[src/source/fetch_pkg.sv]
package fetch_pkg;

	// instruction slots per fetch group
	localparam int FETCH_SIZE = 2;

	// slot index width of at least one bit
	localparam int SLOT_W = (FETCH_SIZE > 1) ? $clog2(FETCH_SIZE) : 1;

	// side-band word carried alongside each group
	localparam int ATTACHED_W = 32;

	// primary opcode values, bits 31:26 of the instruction
	localparam logic [5:0] OP_SPECIAL   = 6'd0;
	localparam logic [5:0] OP_J         = 6'd2;
	localparam logic [5:0] OP_JAL       = 6'd3;
	localparam logic [5:0] OP_BRANCH_LO = 6'd4;
	localparam logic [5:0] OP_BRANCH_HI = 6'd7;
	localparam logic [5:0] OP_IMM_LO    = 6'd8;
	localparam logic [5:0] OP_IMM_HI    = 6'd15;
	localparam logic [5:0] OP_LW        = 6'd35;
	localparam logic [5:0] OP_SW        = 6'd43;

	typedef logic [31:0]             addr_t;
	typedef logic [31:0]             word_t;
	typedef logic [FETCH_SIZE-1:0]   slot_mask_t;
	typedef logic [SLOT_W-1:0]       slot_idx_t;
	typedef logic [ATTACHED_W-1:0]   attached_t;
	typedef logic [4:0]              reg_idx_t;
	typedef logic [15:0]             imm_t;
	typedef logic [5:0]              opcode_t;

	// decode class of one instruction with ALU_REG as the reset value
	typedef enum logic [2:0] {
		ALU_REG = 3'd0,
		ALU_IMM = 3'd1,
		LOAD    = 3'd2,
		STORE   = 3'd3,
		BRANCH  = 3'd4,
		JUMP    = 3'd5,
		ILLEGAL = 3'd6
	} inst_class_e;

	// bus controller states
	typedef enum logic [1:0] {
		IDLE = 2'd0,
		ADDR = 2'd1,
		DATA = 2'd2
	} ctrl_state_e;

endpackage

[src/source/slot_decoder.sv]
`timescale 1ns/1ps

module slot_decoder (
	input  logic                    clk,
	input  logic                    rst_n,
	input  logic                    load_i,
	input  fetch_pkg::word_t        inst_i,
	output fetch_pkg::inst_class_e  class_o,
	output fetch_pkg::reg_idx_t     rs_o,
	output fetch_pkg::reg_idx_t     rt_o,
	output fetch_pkg::reg_idx_t     rd_o,
	output fetch_pkg::imm_t         imm_o
);

	fetch_pkg::opcode_t     opcode;
	fetch_pkg::inst_class_e class_d;

	assign opcode = inst_i[31:26];

	// class from the primary opcode only
	always_comb begin
		case (opcode) inside
			fetch_pkg::OP_SPECIAL: begin
				class_d = fetch_pkg::ALU_REG;
			end
			[fetch_pkg::OP_IMM_LO:fetch_pkg::OP_IMM_HI]: begin
				class_d = fetch_pkg::ALU_IMM;
			end
			fetch_pkg::OP_LW: begin
				class_d = fetch_pkg::LOAD;
			end
			fetch_pkg::OP_SW: begin
				class_d = fetch_pkg::STORE;
			end
			[fetch_pkg::OP_BRANCH_LO:fetch_pkg::OP_BRANCH_HI]: begin
				class_d = fetch_pkg::BRANCH;
			end
			fetch_pkg::OP_J, fetch_pkg::OP_JAL: begin
				class_d = fetch_pkg::JUMP;
			end
			default: begin
				class_d = fetch_pkg::ILLEGAL;
			end
		endcase
	end

	// fields are sliced the same way for every class
	always_ff @(posedge clk) begin
		if (!rst_n) begin
			class_o <= fetch_pkg::ALU_REG;
			rs_o    <= '0;
			rt_o    <= '0;
			rd_o    <= '0;
			imm_o   <= '0;
		end else if (load_i) begin
			class_o <= class_d;
			rs_o    <= inst_i[25:21];
			rt_o    <= inst_i[20:16];
			rd_o    <= inst_i[15:11];
			imm_o   <= inst_i[15:0];
		end
	end

endmodule

[src/source/fetch_pipe.sv]
`timescale 1ns/1ps

module fetch_pipe (
	input  logic                   clk,
	input  logic                   rst_n,
	input  logic                   stall_i,
	input  logic                   clr_i,
	input  logic                   busy_i,
	input  fetch_pkg::addr_t       vpc_i,
	input  fetch_pkg::addr_t       ppc_i,
	input  fetch_pkg::slot_mask_t  valid_i,
	input  fetch_pkg::attached_t   attached_i,
	output fetch_pkg::addr_t       vpc_o,
	output fetch_pkg::addr_t       ppc_o,
	output fetch_pkg::slot_mask_t  valid_o,
	output fetch_pkg::attached_t   attached_o,
	output logic                   advance_o,
	output fetch_pkg::slot_mask_t  load_mask_o
);

	fetch_pkg::addr_t      vpc_s1, vpc_s2;
	fetch_pkg::addr_t      ppc_s1, ppc_s2;
	fetch_pkg::slot_mask_t valid_s1, valid_s2;
	fetch_pkg::attached_t  attached_s1, attached_s2;

	// whole pipe moves only when nobody holds it
	assign advance_o = !stall_i && !busy_i;

	// stage 1 takes the incoming group
	always_ff @(posedge clk) begin
		if (!rst_n || clr_i) begin
			vpc_s1      <= '0;
			ppc_s1      <= '0;
			valid_s1    <= '0;
			attached_s1 <= '0;
		end else if (advance_o) begin
			vpc_s1      <= vpc_i;
			ppc_s1      <= ppc_i;
			valid_s1    <= valid_i;
			attached_s1 <= attached_i;
		end
	end

	// stage 2 holds the group being fetched
	always_ff @(posedge clk) begin
		if (!rst_n || clr_i) begin
			vpc_s2      <= '0;
			ppc_s2      <= '0;
			valid_s2    <= '0;
			attached_s2 <= '0;
		end else if (advance_o) begin
			vpc_s2      <= vpc_s1;
			ppc_s2      <= ppc_s1;
			valid_s2    <= valid_s1;
			attached_s2 <= attached_s1;
		end
	end

	// controller loads its pending slots from here on the advance edge
	assign load_mask_o = valid_s1;

	// group only shows once every slot decoder has its word
	assign valid_o = valid_s2 & {fetch_pkg::FETCH_SIZE{!busy_i}};

	assign vpc_o      = vpc_s2;
	assign ppc_o      = ppc_s2;
	assign attached_o = attached_s2;

endmodule

[src/source/fetch_bus_ctrl.sv]
`timescale 1ns/1ps

module fetch_bus_ctrl (
	input  logic                   clk,
	input  logic                   rst_n,
	input  logic                   clr_i,
	input  logic                   advance_i,
	input  fetch_pkg::slot_mask_t  load_mask_i,
	input  fetch_pkg::addr_t       base_i,
	output logic                   busy_o,
	output logic                   bus_valid_o,
	output fetch_pkg::addr_t       bus_addr_o,
	output logic                   bus_data_ok_o,
	input  logic                   bus_ready_i,
	input  fetch_pkg::word_t       bus_rdata_i,
	input  logic                   bus_data_ok_i,
	output fetch_pkg::slot_mask_t  slot_load_o,
	output fetch_pkg::word_t       rdata_o
);

	fetch_pkg::ctrl_state_e state_q, state_d;
	fetch_pkg::slot_mask_t  pending_q;
	fetch_pkg::slot_idx_t   sel_slot;
	fetch_pkg::slot_idx_t   slot_q;
	fetch_pkg::addr_t       addr_q;
	logic                   start;
	logic                   xfer_done;
	logic                   orphan_q;
	logic                   capture;

	assign busy_o = |pending_q;

	// lowest pending slot wins
	always_comb begin
		sel_slot = '0;
		for (int i = fetch_pkg::FETCH_SIZE - 1; i >= 0; i--) begin
			if (pending_q[i]) begin
				sel_slot = fetch_pkg::slot_idx_t'(i);
			end
		end
	end

	assign start     = (state_q == fetch_pkg::IDLE) && busy_o && !clr_i;
	assign xfer_done = bus_data_ok_o && bus_data_ok_i;

	// a cleared word still finishes on the bus but never reaches a decoder
	assign capture = xfer_done && !orphan_q && !clr_i;

	always_comb begin
		state_d = state_q;
		case (state_q)
			fetch_pkg::IDLE: begin
				if (start) begin
					state_d = fetch_pkg::ADDR;
				end
			end
			fetch_pkg::ADDR: begin
				if (bus_ready_i) begin
					state_d = fetch_pkg::DATA;
				end
			end
			fetch_pkg::DATA: begin
				if (xfer_done) begin
					state_d = fetch_pkg::IDLE;
				end
			end
			default: begin
				state_d = fetch_pkg::IDLE;
			end
		endcase
	end

	always_ff @(posedge clk) begin
		if (!rst_n) begin
			state_q <= fetch_pkg::IDLE;
		end else begin
			state_q <= state_d;
		end
	end

	// word address and slot frozen for the whole transfer
	always_ff @(posedge clk) begin
		if (start) begin
			slot_q <= sel_slot;
			addr_q <= {base_i[31:fetch_pkg::SLOT_W+2], sel_slot, 2'b00};
		end
	end

	always_ff @(posedge clk) begin
		if (!rst_n) begin
			pending_q <= '0;
		end else if (clr_i) begin
			pending_q <= '0;
		end else if (advance_i) begin
			pending_q <= load_mask_i;
		end else if (capture) begin
			pending_q[slot_q] <= 1'b0;
		end
	end

	// marks a transfer in flight whose group was cleared
	always_ff @(posedge clk) begin
		if (!rst_n) begin
			orphan_q <= 1'b0;
		end else if (xfer_done) begin
			orphan_q <= 1'b0;
		end else if (clr_i && state_q != fetch_pkg::IDLE) begin
			orphan_q <= 1'b1;
		end
	end

	assign bus_valid_o   = (state_q == fetch_pkg::ADDR);
	assign bus_data_ok_o = (state_q == fetch_pkg::DATA);
	assign bus_addr_o    = addr_q;

	assign slot_load_o = capture ? fetch_pkg::slot_mask_t'(1) << slot_q : '0;
	assign rdata_o     = bus_rdata_i;

endmodule

[src/source/fetch_top.sv]
`timescale 1ns/1ps

module fetch_top (
	input  logic                    clk,
	input  logic                    rst_n,
	input  fetch_pkg::addr_t        vpc_i,
	input  fetch_pkg::addr_t        ppc_i,
	input  fetch_pkg::slot_mask_t   valid_i,
	input  fetch_pkg::attached_t    attached_i,
	input  logic                    stall_i,
	input  logic                    clr_i,
	output logic                    busy_o,
	output fetch_pkg::addr_t        vpc_o,
	output fetch_pkg::addr_t        ppc_o,
	output fetch_pkg::slot_mask_t   valid_o,
	output fetch_pkg::attached_t    attached_o,
	output fetch_pkg::inst_class_e  class_o [fetch_pkg::FETCH_SIZE],
	output fetch_pkg::reg_idx_t     rs_o [fetch_pkg::FETCH_SIZE],
	output fetch_pkg::reg_idx_t     rt_o [fetch_pkg::FETCH_SIZE],
	output fetch_pkg::reg_idx_t     rd_o [fetch_pkg::FETCH_SIZE],
	output fetch_pkg::imm_t         imm_o [fetch_pkg::FETCH_SIZE],
	output logic                    bus_valid_o,
	output fetch_pkg::addr_t        bus_addr_o,
	output logic                    bus_data_ok_o,
	input  logic                    bus_ready_i,
	input  fetch_pkg::word_t        bus_rdata_i,
	input  logic                    bus_data_ok_i
);

	logic                  advance;
	fetch_pkg::slot_mask_t load_mask;
	fetch_pkg::slot_mask_t slot_load;
	fetch_pkg::word_t      rdata;

	fetch_pipe fetch_pipe_i (
		.clk         (clk),
		.rst_n       (rst_n),
		.stall_i     (stall_i),
		.clr_i       (clr_i),
		.busy_i      (busy_o),
		.vpc_i       (vpc_i),
		.ppc_i       (ppc_i),
		.valid_i     (valid_i),
		.attached_i  (attached_i),
		.vpc_o       (vpc_o),
		.ppc_o       (ppc_o),
		.valid_o     (valid_o),
		.attached_o  (attached_o),
		.advance_o   (advance),
		.load_mask_o (load_mask)
	);

	// stage-2 physical PC is the base for every word address
	fetch_bus_ctrl fetch_bus_ctrl_i (
		.clk           (clk),
		.rst_n         (rst_n),
		.clr_i         (clr_i),
		.advance_i     (advance),
		.load_mask_i   (load_mask),
		.base_i        (ppc_o),
		.busy_o        (busy_o),
		.bus_valid_o   (bus_valid_o),
		.bus_addr_o    (bus_addr_o),
		.bus_data_ok_o (bus_data_ok_o),
		.bus_ready_i   (bus_ready_i),
		.bus_rdata_i   (bus_rdata_i),
		.bus_data_ok_i (bus_data_ok_i),
		.slot_load_o   (slot_load),
		.rdata_o       (rdata)
	);

	for (genvar i = 0; i < fetch_pkg::FETCH_SIZE; i++) begin : g_slot
		slot_decoder slot_decoder_i (
			.clk     (clk),
			.rst_n   (rst_n),
			.load_i  (slot_load[i]),
			.inst_i  (rdata),
			.class_o (class_o[i]),
			.rs_o    (rs_o[i]),
			.rt_o    (rt_o[i]),
			.rd_o    (rd_o[i]),
			.imm_o   (imm_o[i])
		);
	end

endmodule

[config.mk]
export PLATFORM = sky130hd
export DESIGN_NAME = fetch_top
export DESIGN_NICKNAME = d
export VERILOG_FILES = /design/src/source/fetch_pkg.sv /design/src/source/slot_decoder.sv /design/src/source/fetch_pipe.sv /design/src/source/fetch_bus_ctrl.sv /design/src/source/fetch_top.sv
export SDC_FILE = /design/constraint.sdc
export NUM_CORES = 1
export LEC_CHECK = 0
export BUFFER_PORTS_ARGS = -buffer_cell sky130_fd_sc_hd__buf_2
export CAP_MARGIN = 10
export CORE_ASPECT_RATIO = 0.5
export CORE_MARGIN = 3
export CORE_UTILIZATION = 50
export DETAILED_ROUTE_END_ITERATION = 6
export PLACE_DENSITY = 0.75
export SLEW_MARGIN = 20
export SYNTH_ARGS = -nofsm -noshare
export SYNTH_HDL_FRONTEND = slang
export SYNTH_SLANG_ARGS = --single-unit
[constraint.sdc]
create_clock -name clk -period 5.68 [get_ports clk]
set_input_delay 0.852 -clock clk [delete_from_list [all_inputs] [get_ports clk]]
set_output_delay 0.852 -clock clk [all_outputs]
set_load 0.03 [all_outputs]
==> results of run 1 <==
[power by group through the flow]
stage / sequential [mW] / clock (mW) / combinational [mW]
after global placement: 2.15 / 0 / 0.214
after floorplan: 2.16 / 0 / 0.129
after detailed placement: 2.15 / 0 / 0.220
after global routing: 2.10 / 1.76 / 0.246
after CTS: 2.10 / 1.68 / 0.220
final: 2.10 / 1.63 / 0.220
[state kept, by name, indices dropped and copies added, names as in the netlist, 2 cells and up]
| signal | flops |
|---|---|
| fetch_pipe_i.attached_o | 32 |
| fetch_pipe_i.attached_s1 | 32 |
| fetch_pipe_i.ppc_o | 32 |
| fetch_pipe_i.ppc_s1 | 32 |
| fetch_pipe_i.vpc_o | 32 |
| fetch_pipe_i.vpc_s1 | 32 |
| fetch_bus_ctrl_i.bus_addr_o | 30 |
| g_slot.slot_decoder_i.imm_o | 27 |
| g_slot.slot_decoder_i.rs_o | 10 |
| g_slot.slot_decoder_i.rt_o | 10 |
| g_slot.slot_decoder_i.class_o | 6 |
| g_slot.slot_decoder_i.rd_o | 5 |
| fetch_bus_ctrl_i.pending_q | 2 |
| fetch_bus_ctrl_i.state_q | 2 |
| fetch_pipe_i.load_mask_o | 2 |
| fetch_pipe_i.valid_s2 | 2 |
[final cells by class]
cell class | instances | area (um2) | area share
repair buffers | 343 | 1777 | 0.1410
clock buffers | 40 | 732.0 | 0.05809
flip-flops and latches | 289 | 6086 | 0.4830
multi-input cells | 798 | 3610 | 0.2865
inverters | 5 | 18.77 | 0.001489
well taps | 266 | 332.8 | 0.02641
clock inverters | 4 | 45.04 | 0.003575
[layer usage]
metal | GRT usage | share of wire | up-vias
li1 | - | - | 4490
met1 | 0.2890 | 0.41 | 4281
met2 | 0.3905 | 0.49 | 263
met3 | 0.06463 | 0.070 | 59
met4 | 0.06205 | 0.026 | 4
met5 | 0 | 0.00099 | -
[layout by cell type, fill, tap and decap left out, drive strengths merged]
master / netlist / layout
a21oi: 252 / 252
or3: 2 / 2
dfxtp: 259 / 259
edfxtp: 30 / 30
nor4b: 1 / 1
a211oi: 3 / 3
nand2: 394 / 394
nor4: 2 / 2
a21bo: 1 / 1
or3b: 1 / 1
nor2b: 4 / 4
o31a: 1 / 1
nor3: 5 / 5
nor2: 4 / 4
o21ai: 55 / 55
a22oi: 2 / 2
conb: 1 / 2
o221a: 2 / 2
nand3: 56 / 56
nand2b: 2 / 2
and2: 2 / 2
bufinv: 0 / 1
inv: 5 / 5
and3b: 1 / 1
nor3b: 2 / 2
clkinv: 0 / 3
and4b: 1 / 1
buf: 64 / 343
nand3b: 1 / 1
o22ai: 2 / 2
clkbuf: 46 / 40
[worst max-delay path, cell delays in order, from the launching register on]
cell and delay [ns]:
dfxtp_1 0.41, nor2_1 0.44, and2_1 0.19, buf_2 0.21
[metrics by stage]
step	cells	utilization	hold slack, ns	setup slack [ns]
finish	1745	0.6372	0.4494	3.052
global route	1745	0.6372	0.4705	2.933
CTS	1745	0.6372	0.4515	2.997
detailed placement	1701	0.5980	0.4436	3.016
global placement	1700	0.5969	0.4357	2.636
floorplan	1202	-	0.4317	1.399
[worst min-delay path by stage]
stage | from | slack (ns) | cells after the start | to
after global placement | fetch_pipe_i.attached_s1[7] | 0.44 | 2 | fetch_pipe_i.attached_o[7]
after detailed placement | fetch_pipe_i.attached_s1[3] | 0.44 | 2 | fetch_pipe_i.attached_o[3]
after global routing | fetch_pipe_i.ppc_s1[14] | 0.47 | 2 | fetch_pipe_i.ppc_s1[14]
after floorplan | fetch_pipe_i.valid_s2[0] | 0.43 | 2 | fetch_pipe_i.valid_s2[0]
final | fetch_pipe_i.vpc_s1[10] | 0.45 | 2 | fetch_pipe_i.vpc_o[10]
after CTS | fetch_pipe_i.attached_s1[5] | 0.45 | 2 | fetch_pipe_i.attached_o[5]
[cells in the mapped netlist, drive strengths merged (2+ instances only)]
cell    number  area (um2)
o21ai       55       275.3
and2         2       12.51
nor2b        4       25.02
nand2      394        1479
or3          2       12.51
dfxtp      259        5185
o221a        2       22.52
nor2         4       15.01
nand3       56       280.3
inv          5       18.77
o22ai        2       12.51
a22oi        2       15.01
nor3         5       30.03
clkbuf      46       175.2
nand2b       2       12.51
a21oi      252        1261
buf         64       405.4
a211oi       3       22.52
edfxtp      30       900.9
nor4         2       12.51
nor3b        2       15.01
[cells by family after synthesis]
kind of cell / Yosys count / share of synthesized area
AND/OR/NAND/NOR: 478 / 0.1890
buffers and inverters: 115 / 0.05844
flip-flops: 289 / 0.5935
AO/OA/AOI/OAI: 318 / 0.1587
other: 1 / 0.0003657
==> run metrics, run 1 <==
CTS buffer count 25; max-cap violations 0; max_slew headroom 0.3144; Combinational Power Share 0.056; Die Height 107.3 um; Post-synth EDFFs 30; RSZ-0062 raised after global routing false; initial antenna violation count 2; Mapped Cells 1,201; post-synth cell types 35; worst-path fanout max 5; Final GP Congestion 0.8264; pin count of the biggest net entering global routing 197; Final Cycle Share 0.4627; Final Hold Violating Endpoints 0; Arr. time, crit path 1.78 ns; grt total ovfl 0; YS warnings 0; fin. max-slew vios 0; fin nets around 1,600; Power Density around 310 nW/um2; Antenna Nets Post-Route 0; share of cells above drive strength 1 0.2617; final instance area roughly 13,000 um2; FF+latch count, synth 289; crit path kind flip-flop to primary output; leak pwr ~5.2 nW; initial core utilization 0.5186; Layout area overhead 22.88%; Startpoint Class flip-flop; Worst Skew between 0.008 and 0.009 ns; Switch Pwr about 0.87 mW; Ports 337; Tmin final 2.628 ns; flop2flop setup slack 3.41 ns; fillcell total 1,718; CTS HTree Levels 1; FF-to-FF Start fetch_bus_ctrl_i.pending_q[1]; final setup TNS 0 ns; cell area after synthesis 10,250 um2; vias 9,097; violated checks DRC; Vias/cell between 5 and 6; chip width approximately 210 um; Final setup viols 0; r2r worst-path depth 4; dpl hpwl 18,470 um; switching power share of the total 0.2209; Top FF cell, synth dfxtp_1; IO buf count approximately 330; part of the power in the clock network 0.413; clk slew on worst S/H paths 0.07 ns; Critical Path RT a little under 5 ns; Critical path origin fetch_bus_ctrl_i.pending_q[1]; Rows 36; Tightest Pin Transition 1.028 ns; post-synthesis sequential area ratio 0.5935; Worst setup EP type primary output; Int Pwr 3.081 mW; clk root buf clkbuf_16; iteration-0 DRC count of the detailed router 966; Tot GR Track Use 0.2290; CTS Sinks 289; Post-Syn Area per Cell 8.539 um2; Seq pwr share 0.531; core box area roughly 20,000 um2; status complete, but fails checks; Worst-Skew Late Latency 0.52 ns; power consumption around 4 mW; CTS Hold Bufs 0; overall routed net length around 27,000 um; Worst setup endpoint valid_o[0]; drc violations 9; Synth async-reset ratio 0; vias in the first global route between 8,000 and 9,000; Peak Freq 0.3805 GHz; die area 22,370 um2; Max rail drop VDD 222.0 uV; per-cell routed wire length between 15 and 20 um; post_cts resized 0; Max Buffers Root-to-Sink 3; CTS tree done; Post-CTS Setup Repair Bufs 0; global-route wire length before repair 42,430 um; DR pass1 iterations 7; Hold WC Path Type flip-flop to flip-flop; # diodes 0; capturing point of the worst reg2reg path fetch_pipe_i.ppc_o[10]; Post-DP Area 11,820 um2
Note: power is estimated with default switching activity, not from simulation.
==> run 2: changes to the inputs <==
Settings changed: ABC_AREA set to 1.
Clock period 5.68 ns to 2.6 ns, I/O delays scaled along.
==> run 2 against run 1 <==
Net effect:
- the run now ends clean
- wire length is 2.7% lower
- sequential share of layout area is 1.3 points lower
- area after synthesis is 2.7% higher
- critical path type unchanged
- critical endpoint unchanged
- largest power group unchanged
- highest routed layer is now met4
==> run metrics, run 2 <==
cell area after synthesis 10,530 um2 (was 10,250 um2); status finished, final reports clean (was complete, but fails checks); chip width 211.2 um (was 208.5 um); iteration-0 DRC count of the detailed router 683 (was 966); gate family responsible for the most delay along the worst path simple AND/OR/NAND/NOR gates (unchanged); crit path kind flip-flop to primary output (unchanged); YS warnings 0 (unchanged); FF+latch count, synth 289 (unchanged); Hold Crit Start vpc_i[30] (was fetch_pipe_i.vpc_s1[10]); Power Density 670.3 nW/um2 (was 313.8 nW/um2); count leader, synth nand2_1 (unchanged); Post-Place Setup Slack 0.6704 ns (was 3.016 ns); Tmin final slightly above 2 ns; Final Hold Violating Endpoints 0 (unchanged); Antenna Nets Post-Route 0 (unchanged); capturing point of the worst reg2reg path fetch_pipe_i.vpc_s1[9] (was fetch_pipe_i.ppc_o[10]); top-area cell type share of the netlist area 0.4923 (was 0.5056); core box area 20,040 um2 (was 19,770 um2); post_cts resized 0 (unchanged); Worst Hold Path EP fetch_pipe_i.vpc_s1[30] (was fetch_pipe_i.vpc_o[10]); CTS buffer count 25 (unchanged); fin nets 1,728 (was 1,598); post-synthesis sequential area ratio 0.5779 (was 0.5935); CTS HTree Levels 1 (unchanged); part of the power in the clock network 0.414 (was 0.413); leak pwr 5.858 nW (was 5.164 nW); power consumption 8.678 mW (was 3.954 mW); fin. max-slew vios 0 (unchanged); Synth async-reset ratio 0 (unchanged); die area 22,950 um2 (was 22,370 um2); Max Buffers Root-to-Sink 3 (unchanged); r2r worst-path depth 6 (was 4); Peak Freq 0.4844 GHz; flop2flop setup slack 0.73 ns (was 3.41 ns); CTS Sinks 289 (unchanged); drc violations 0 (was 9); RSZ-0062 raised after global routing false (unchanged); fillcell total 1,767 (was 1,718); share of cells above drive strength 1 0.2523 (was 0.2617); Int Pwr 6.749 mW (was 3.081 mW); Hold WC Path Type primary input to flip-flop (was flip-flop to flip-flop); DR pass1 iterations 5 (was 7); CTS Hold Bufs 0 (unchanged); Mapped Cells 1,312 (was 1,201); FF-to-FF Start fetch_bus_ctrl_i.pending_q[1] (unchanged); pin count of the biggest net entering global routing 128 (was 197); Startpoint Class flip-flop (unchanged); initial antenna violation count 1 (was 2); Final setup viols 0 (unchanged); vias in the first global route 8,646 (was 8,354); Post-synth EDFFs 30 (unchanged); commonest non-fill, non-tap cell in the layout nand2_1 (unchanged); Worst setup EP type primary output (unchanged); area leader, netlist dfxtp_1 (unchanged); Post-Syn Area per Cell 8.027 um2 (was 8.539 um2); Layout area overhead 22.93% (was 22.88%); Worst-Skew Late Latency 0.52 ns (about the same); Final GP Congestion 0.8412 (was 0.8264); main area contributors after synthesis dfxtp_1 (49%), nand2_1 (18%), a21oi_1 (9.7%) (was dfxtp_1 (51%), nand2_1 (14%), a21oi_1 (12%)); Min Hold Slack 0.1140 ns (was 0.4494 ns); Post-CTS Setup Repair Bufs 0 (unchanged); dpl hpwl 18,740 um (was 18,470 um); Worst Skew 0.01013 ns (was 0.008691 ns); Die Height 108.6 um (was 107.3 um); worst hold path depth 3 (was 2); final setup TNS 0 ns (unchanged); Synth top cells by count nand2_1 (508), dfxtp_1 (259), a21oi_1 (204) (was nand2_1 (394), dfxtp_1 (259), a21oi_1 (252)); per-cell routed wire length 14.11 um (was 15.60 um); initial core utilization 0.5254 (was 0.5186); grt total ovfl 0 (unchanged); slowest cell on the critical path dfxtp_1 (was nor2_1); Tot GR Track Use 0.2200 (was 0.2290); Rows 36 (unchanged); clk root buf clkbuf_16 (unchanged); IO buf count 334 (unchanged); commonest non-fill, non-tap cells in the layout nand2_1 (508), buf_2 (334), dfxtp_1 (259), a21oi_1 (204), nor2_1 (126) (was nand2_1 (394), buf_2 (334), dfxtp_1 (259), a21oi_1 (252), nand3_1 (56)); CTS tree done (unchanged); switching power share of the total 0.2222 (was 0.2209); Seq pwr share 0.528 (was 0.531); Critical Path RT 2.21 ns (was 4.83 ns); Setup WS post-layout 0.5358 ns (was 3.052 ns); critical-path cell list nor2_2 -> inv_1 -> nor2_1 -> buf_2 (was nor2_1 -> and2_1 -> buf_2); Crit path largest cell delay 0.34 ns (was 0.44 ns); max_slew headroom 0.5071 (was 0.3144); Ports 337 (unchanged); Tightest Pin Transition 0.7393 ns (was 1.028 ns); post-synth cell types 21 (was 35); worst path bufs/invs 2 (was 1); Combinational Power Share 0.058 (was 0.056); vias 9,205 (was 9,097); Switch Pwr 1.928 mW (was 0.8733 mW); global-route wire length before repair 41,480 um (was 42,430 um); Final Cycle Share 0.7939; clk slew on worst S/H paths 0.07 ns (about the same); Arr. time, crit path 1.67 ns (was 1.78 ns); Max rail drop VDD 423.8 uV (was 222.0 uV); overall routed net length 26,490 um (was 27,230 um); WP depth 4 (was 3); Top FF cell, synth dfxtp_1 (unchanged); max-cap violations 0 (unchanged); worst-path fanout max 4 (was 5); Vias/cell 4.904 (was 5.213)
-- run 2: final cells by class --
| type | count | area (um2) | share of cell area |
|---|---|---|---|
| clock buffer | 39 | 728.2 | 0.05625 |
| timing repair buffer | 346 | 1849 | 0.1428 |
| antenna | 2 | 5.005 | 0.0003866 |
| clock inverter | 5 | 50.05 | 0.003866 |
| multi-input combinational | 877 | 3694 | 0.2853 |
| sequential | 289 | 6086 | 0.4701 |
| inverter | 53 | 201.4 | 0.01556 |
| tap | 266 | 332.8 | 0.02571 |
-- run 2: power groups by stage --
stage	logic, mW	clock network, mW	registers (mW)
3_5_place_dp	0.503	0	4.68
6_report	0.501	3.59	4.58
4_1_cts	0.505	3.68	4.58
3_3_place_gp	0.492	0	4.68
5_1_grt	0.560	3.85	4.59
2_1_floorplan	0.300	0	4.70
-- run 2: metrics by stage --
stage                     cell area, um2  instances    util
final                              12950       1877  0.6459
after floorplan                    10540       1313       -
after global routing               12940       1876  0.6458
after CTS                          12940       1875  0.6456
after global placement             12160       1831  0.6068
after detailed placement           12160       1831  0.6068
-- run 2: worst reg2reg max path, stage by stage, from the launching register on --
cell and delay [ns]:
dfxtp_1 0.34, nor2_2 0.28, nand2_8 0.20, inv_4 0.37, buf_12 0.32, nand2_1 0.13, a21oi_1 0.16
-- run 2: kinds of logic after synthesis --
logic type | synth area share
DFF | 0.5779
AOI/OAI and AO/OA | 0.09742
and+or+nand+nor | 0.2500
buffers and inverters | 0.07437
other | 0.0003561
-- run 2: worst max-delay path by stage --
| stage | start | endpoint | slack [ns] |
|---|---|---|---|
| 5_1_grt | fetch_bus_ctrl_i.pending_q[1] | valid_o[0] | 0.42 |
| 6_report | fetch_bus_ctrl_i.pending_q[1] | valid_o[0] | 0.54 |
| 3_5_place_dp | clr_i | g_slot[1].slot_decoder_i.rt_o[1] | 0.67 |
| 3_3_place_gp | clr_i | g_slot[1].slot_decoder_i.imm_o[9] | 0.73 |
| 4_1_cts | fetch_bus_ctrl_i.pending_q[1] | valid_o[0] | 0.50 |
| 2_1_floorplan | fetch_bus_ctrl_i.pending_q[1] | fetch_bus_ctrl_i.bus_addr_o[10] | 0.78 |
-- run 2: layer usage --
layer,GRT usage,share of wire,up-vias
li1,-,-,4642
met1,0.2633,0.41,4252
met2,0.3926,0.49,259
met3,0.05950,0.072,52
met4,0.06683,0.027,0
met5,0,0,-
==> run 3: changes to the inputs <==
Settings changed: ABC_AREA 1 to 0.
Clock period 2.6 ns to 2.1 ns, I/O delays scaled along.
==> run 3 against run 2 <==
Net effect:
- critical path depth fell by 1
- final cell count down 6.3%
- sequential cell count stayed put
- register-to-register slack worse by 0.45 ns
- non-clock buffer count increased by 8
- global-route usage is 1.6 points higher
- sequential power up 24%
- wire length increased by 5.5%
- design area down 0.73%
- count of clock-buffer cells in the layout shrank 2
- clock skew is 0.0073 ns higher
- sequential share of layout area grew 0.34 points
- critical path type unchanged
- critical endpoint is now valid_o[1]
- largest cell class unchanged
==> run metrics, run 3 (synthesis results as in run 1) <==
status finished, final reports clean (unchanged); initial antenna violation count 2 (was 1); Layout area overhead 25.33% (was 22.93%); dpl hpwl 19,180 um (was 18,740 um); Arr. time, crit path 1.66 ns (was 1.67 ns); iteration-0 DRC count of the detailed router 956 (was 683); IO buf count 334 (unchanged); max-cap violations 0 (unchanged); final instance area 12,850 um2 (was 12,950 um2); Final setup viols 0 (unchanged); Rows 36 (unchanged); Post-CTS Setup Repair Bufs 0 (unchanged); global-route wire length before repair 43,530 um (was 41,480 um); fillcell total 1,712 (was 1,767); worst-path fanout max 5 (was 4); leak pwr 5.287 nW (was 5.858 nW); max_slew headroom 0.3393 (was 0.5071); core box area 19,770 um2 (was 20,040 um2); CTS HTree Levels 1 (unchanged); fin nets 1,609 (was 1,728); vias 9,204 (was 9,205); pin count of the biggest net entering global routing 96 (was 128); placed insts 1,712 (was 1,831); die area 22,370 um2 (was 22,950 um2); Worst setup EP type primary output (unchanged); initial core utilization 0.5186 (was 0.5254); Hold Crit Start ppc_i[8] (was vpc_i[30]); Post-Place Setup Slack 0.2222 ns (was 0.6704 ns); CTS buffer count 25 (unchanged); commonest non-fill, non-tap cell in the layout nand2_1 (unchanged); Tightest Pin Transition 0.9911 ns (was 0.7393 ns); per-cell routed wire length 15.88 um (was 14.11 um); Max rail drop VDD 492.7 uV (was 423.8 uV); Ports 337 (unchanged); Hold WC Path Type primary input to flip-flop (unchanged); Final Cycle Share 0.9428; post-layout util 0.6500 (was 0.6459); CTS Hold Bufs 0 (unchanged); power consumption 11.01 mW (was 8.678 mW); flop2flop setup slack 0.28 ns (was 0.73 ns); Startpoint Class flip-flop (unchanged); RSZ-0062 raised after global routing false (unchanged); CTS Sinks 289 (unchanged); grt total ovfl 0 (unchanged); clk root buf clkbuf_16 (unchanged); fin. max-slew vios 0 (unchanged); Post-DP Area 12,000 um2 (was 12,160 um2); Setup WS post-layout 0.1200 ns (was 0.5358 ns); Worst-Skew Late Latency 0.52 ns (about the same); r2r worst-path depth 3 (was 6); chip width 208.5 um (was 211.2 um); Antenna Nets Post-Route 0 (unchanged); Final Hold Violating Endpoints 0 (unchanged); Die Height 107.3 um (was 108.6 um); Worst Hold Path EP fetch_pipe_i.ppc_s1[8] (was fetch_pipe_i.vpc_s1[30]); capturing point of the worst reg2reg path g_slot[0].slot_decoder_i.class_o[2] (was fetch_pipe_i.vpc_s1[9]); Vias/cell 5.233 (was 4.904); Power Density 856.5 nW/um2 (was 670.3 nW/um2); vias in the first global route 8,554 (was 8,646); Critical Path RT 1.78 ns (was 2.21 ns); Worst Skew 0.01740 ns (was 0.01013 ns); non-filler cells, final 1,759 (was 1,877); final setup TNS 0 ns (unchanged); Peak Freq approximately 0.51 GHz; drc violations 0 (unchanged); Tmin final 1.980 ns; crit path kind flip-flop to primary output (unchanged); Min Hold Slack 0.02274 ns (was 0.1140 ns); clk slew on worst S/H paths 0.07 ns (about the same); DR pass1 iterations 7 (was 5); worst hold path depth 3 (unchanged); Final GP Congestion 0.8623 (was 0.8412); FF-to-FF Start fetch_bus_ctrl_i.orphan_q (was fetch_bus_ctrl_i.pending_q[1]); Max Buffers Root-to-Sink 3 (unchanged); share of cells above drive strength 1 0.2718 (was 0.2523); CTS tree done (unchanged); Tot GR Track Use 0.2360 (was 0.2200); overall routed net length 27,940 um (was 26,490 um); commonest non-fill, non-tap cells in the layout nand2_1 (394), buf_2 (334), dfxtp_1 (259), a21oi_1 (252), nand3_1 (56) (was nand2_1 (508), buf_2 (334), dfxtp_1 (259), a21oi_1 (204), nor2_1 (126))
-- run 3: changes by cell type in the layout (fill, tap and decap cells not counted), sizes merged, moves of 3 or more --
cell and change:
a211oi +3, a21oi +48, buf +8, inv -46, nand2 -132, nand3 +43, nor2 -126, nor2b +4
nor3 +4, o21ai +54
-- run 3: layout make-up --
type	count	area (um2)	area share
diodes	3	7.507	0.0005841
well taps	266	332.8	0.02590
clock buffers	37	773.2	0.06016
clock inverters	7	66.31	0.005160
inverters	5	18.77	0.001460
multi-input cells	798	3621	0.2817
repair buffers	354	1947	0.1515
flip-flops and latches	289	6086	0.4735
-- run 3: worst max path at each step --
stage,endpoint,startpoint
2_1_floorplan,fetch_bus_ctrl_i.bus_addr_o[10],fetch_bus_ctrl_i.state_q[1]
3_3_place_gp,g_slot[0].slot_decoder_i.class_o[2],clr_i
3_5_place_dp,g_slot[0].slot_decoder_i.class_o[2],clr_i
4_1_cts,valid_o[1],fetch_bus_ctrl_i.pending_q[1]
5_1_grt,valid_o[1],fetch_bus_ctrl_i.pending_q[1]
6_report,valid_o[1],fetch_bus_ctrl_i.pending_q[1]
-- run 3: metal layers --
layer	global-route usage	vias to the layer above	part of all wire
met5	0	-	0.00032
met3	0.06870	71	0.073
met2	0.3975	330	0.49
met1	0.2911	4290	0.41
li1	-	4511	-
met4	0.08831	2	0.034
-- run 3: timing repair --
item / in CTS / in global routing
hold endpoints to repair: 0 / 0
gates resized for setup: 1 / 0
endpoints found under the setup margin: 2 / 0
-- run 3: critical path: stages, from the launching register on --
cell and delay [ns]:
dfxtp_1 0.37, nor2_2 0.37, and2_1 0.19, buf_2 0.21
-- run 3: report_power, final --
| group | internal, mW | leakage (nW) | total, mW | switching, mW |
|---|---|---|---|---|
| combinational | 0.216 | 2.49 | 0.634 | 0.417 |
| clock | 2.68 | 0.420 | 4.70 | 2.01 |
| sequential | 5.64 | 2.37 | 5.68 | 0.0399 |
| total | 8.54 | 5.29 | 11.0 | 2.47 |
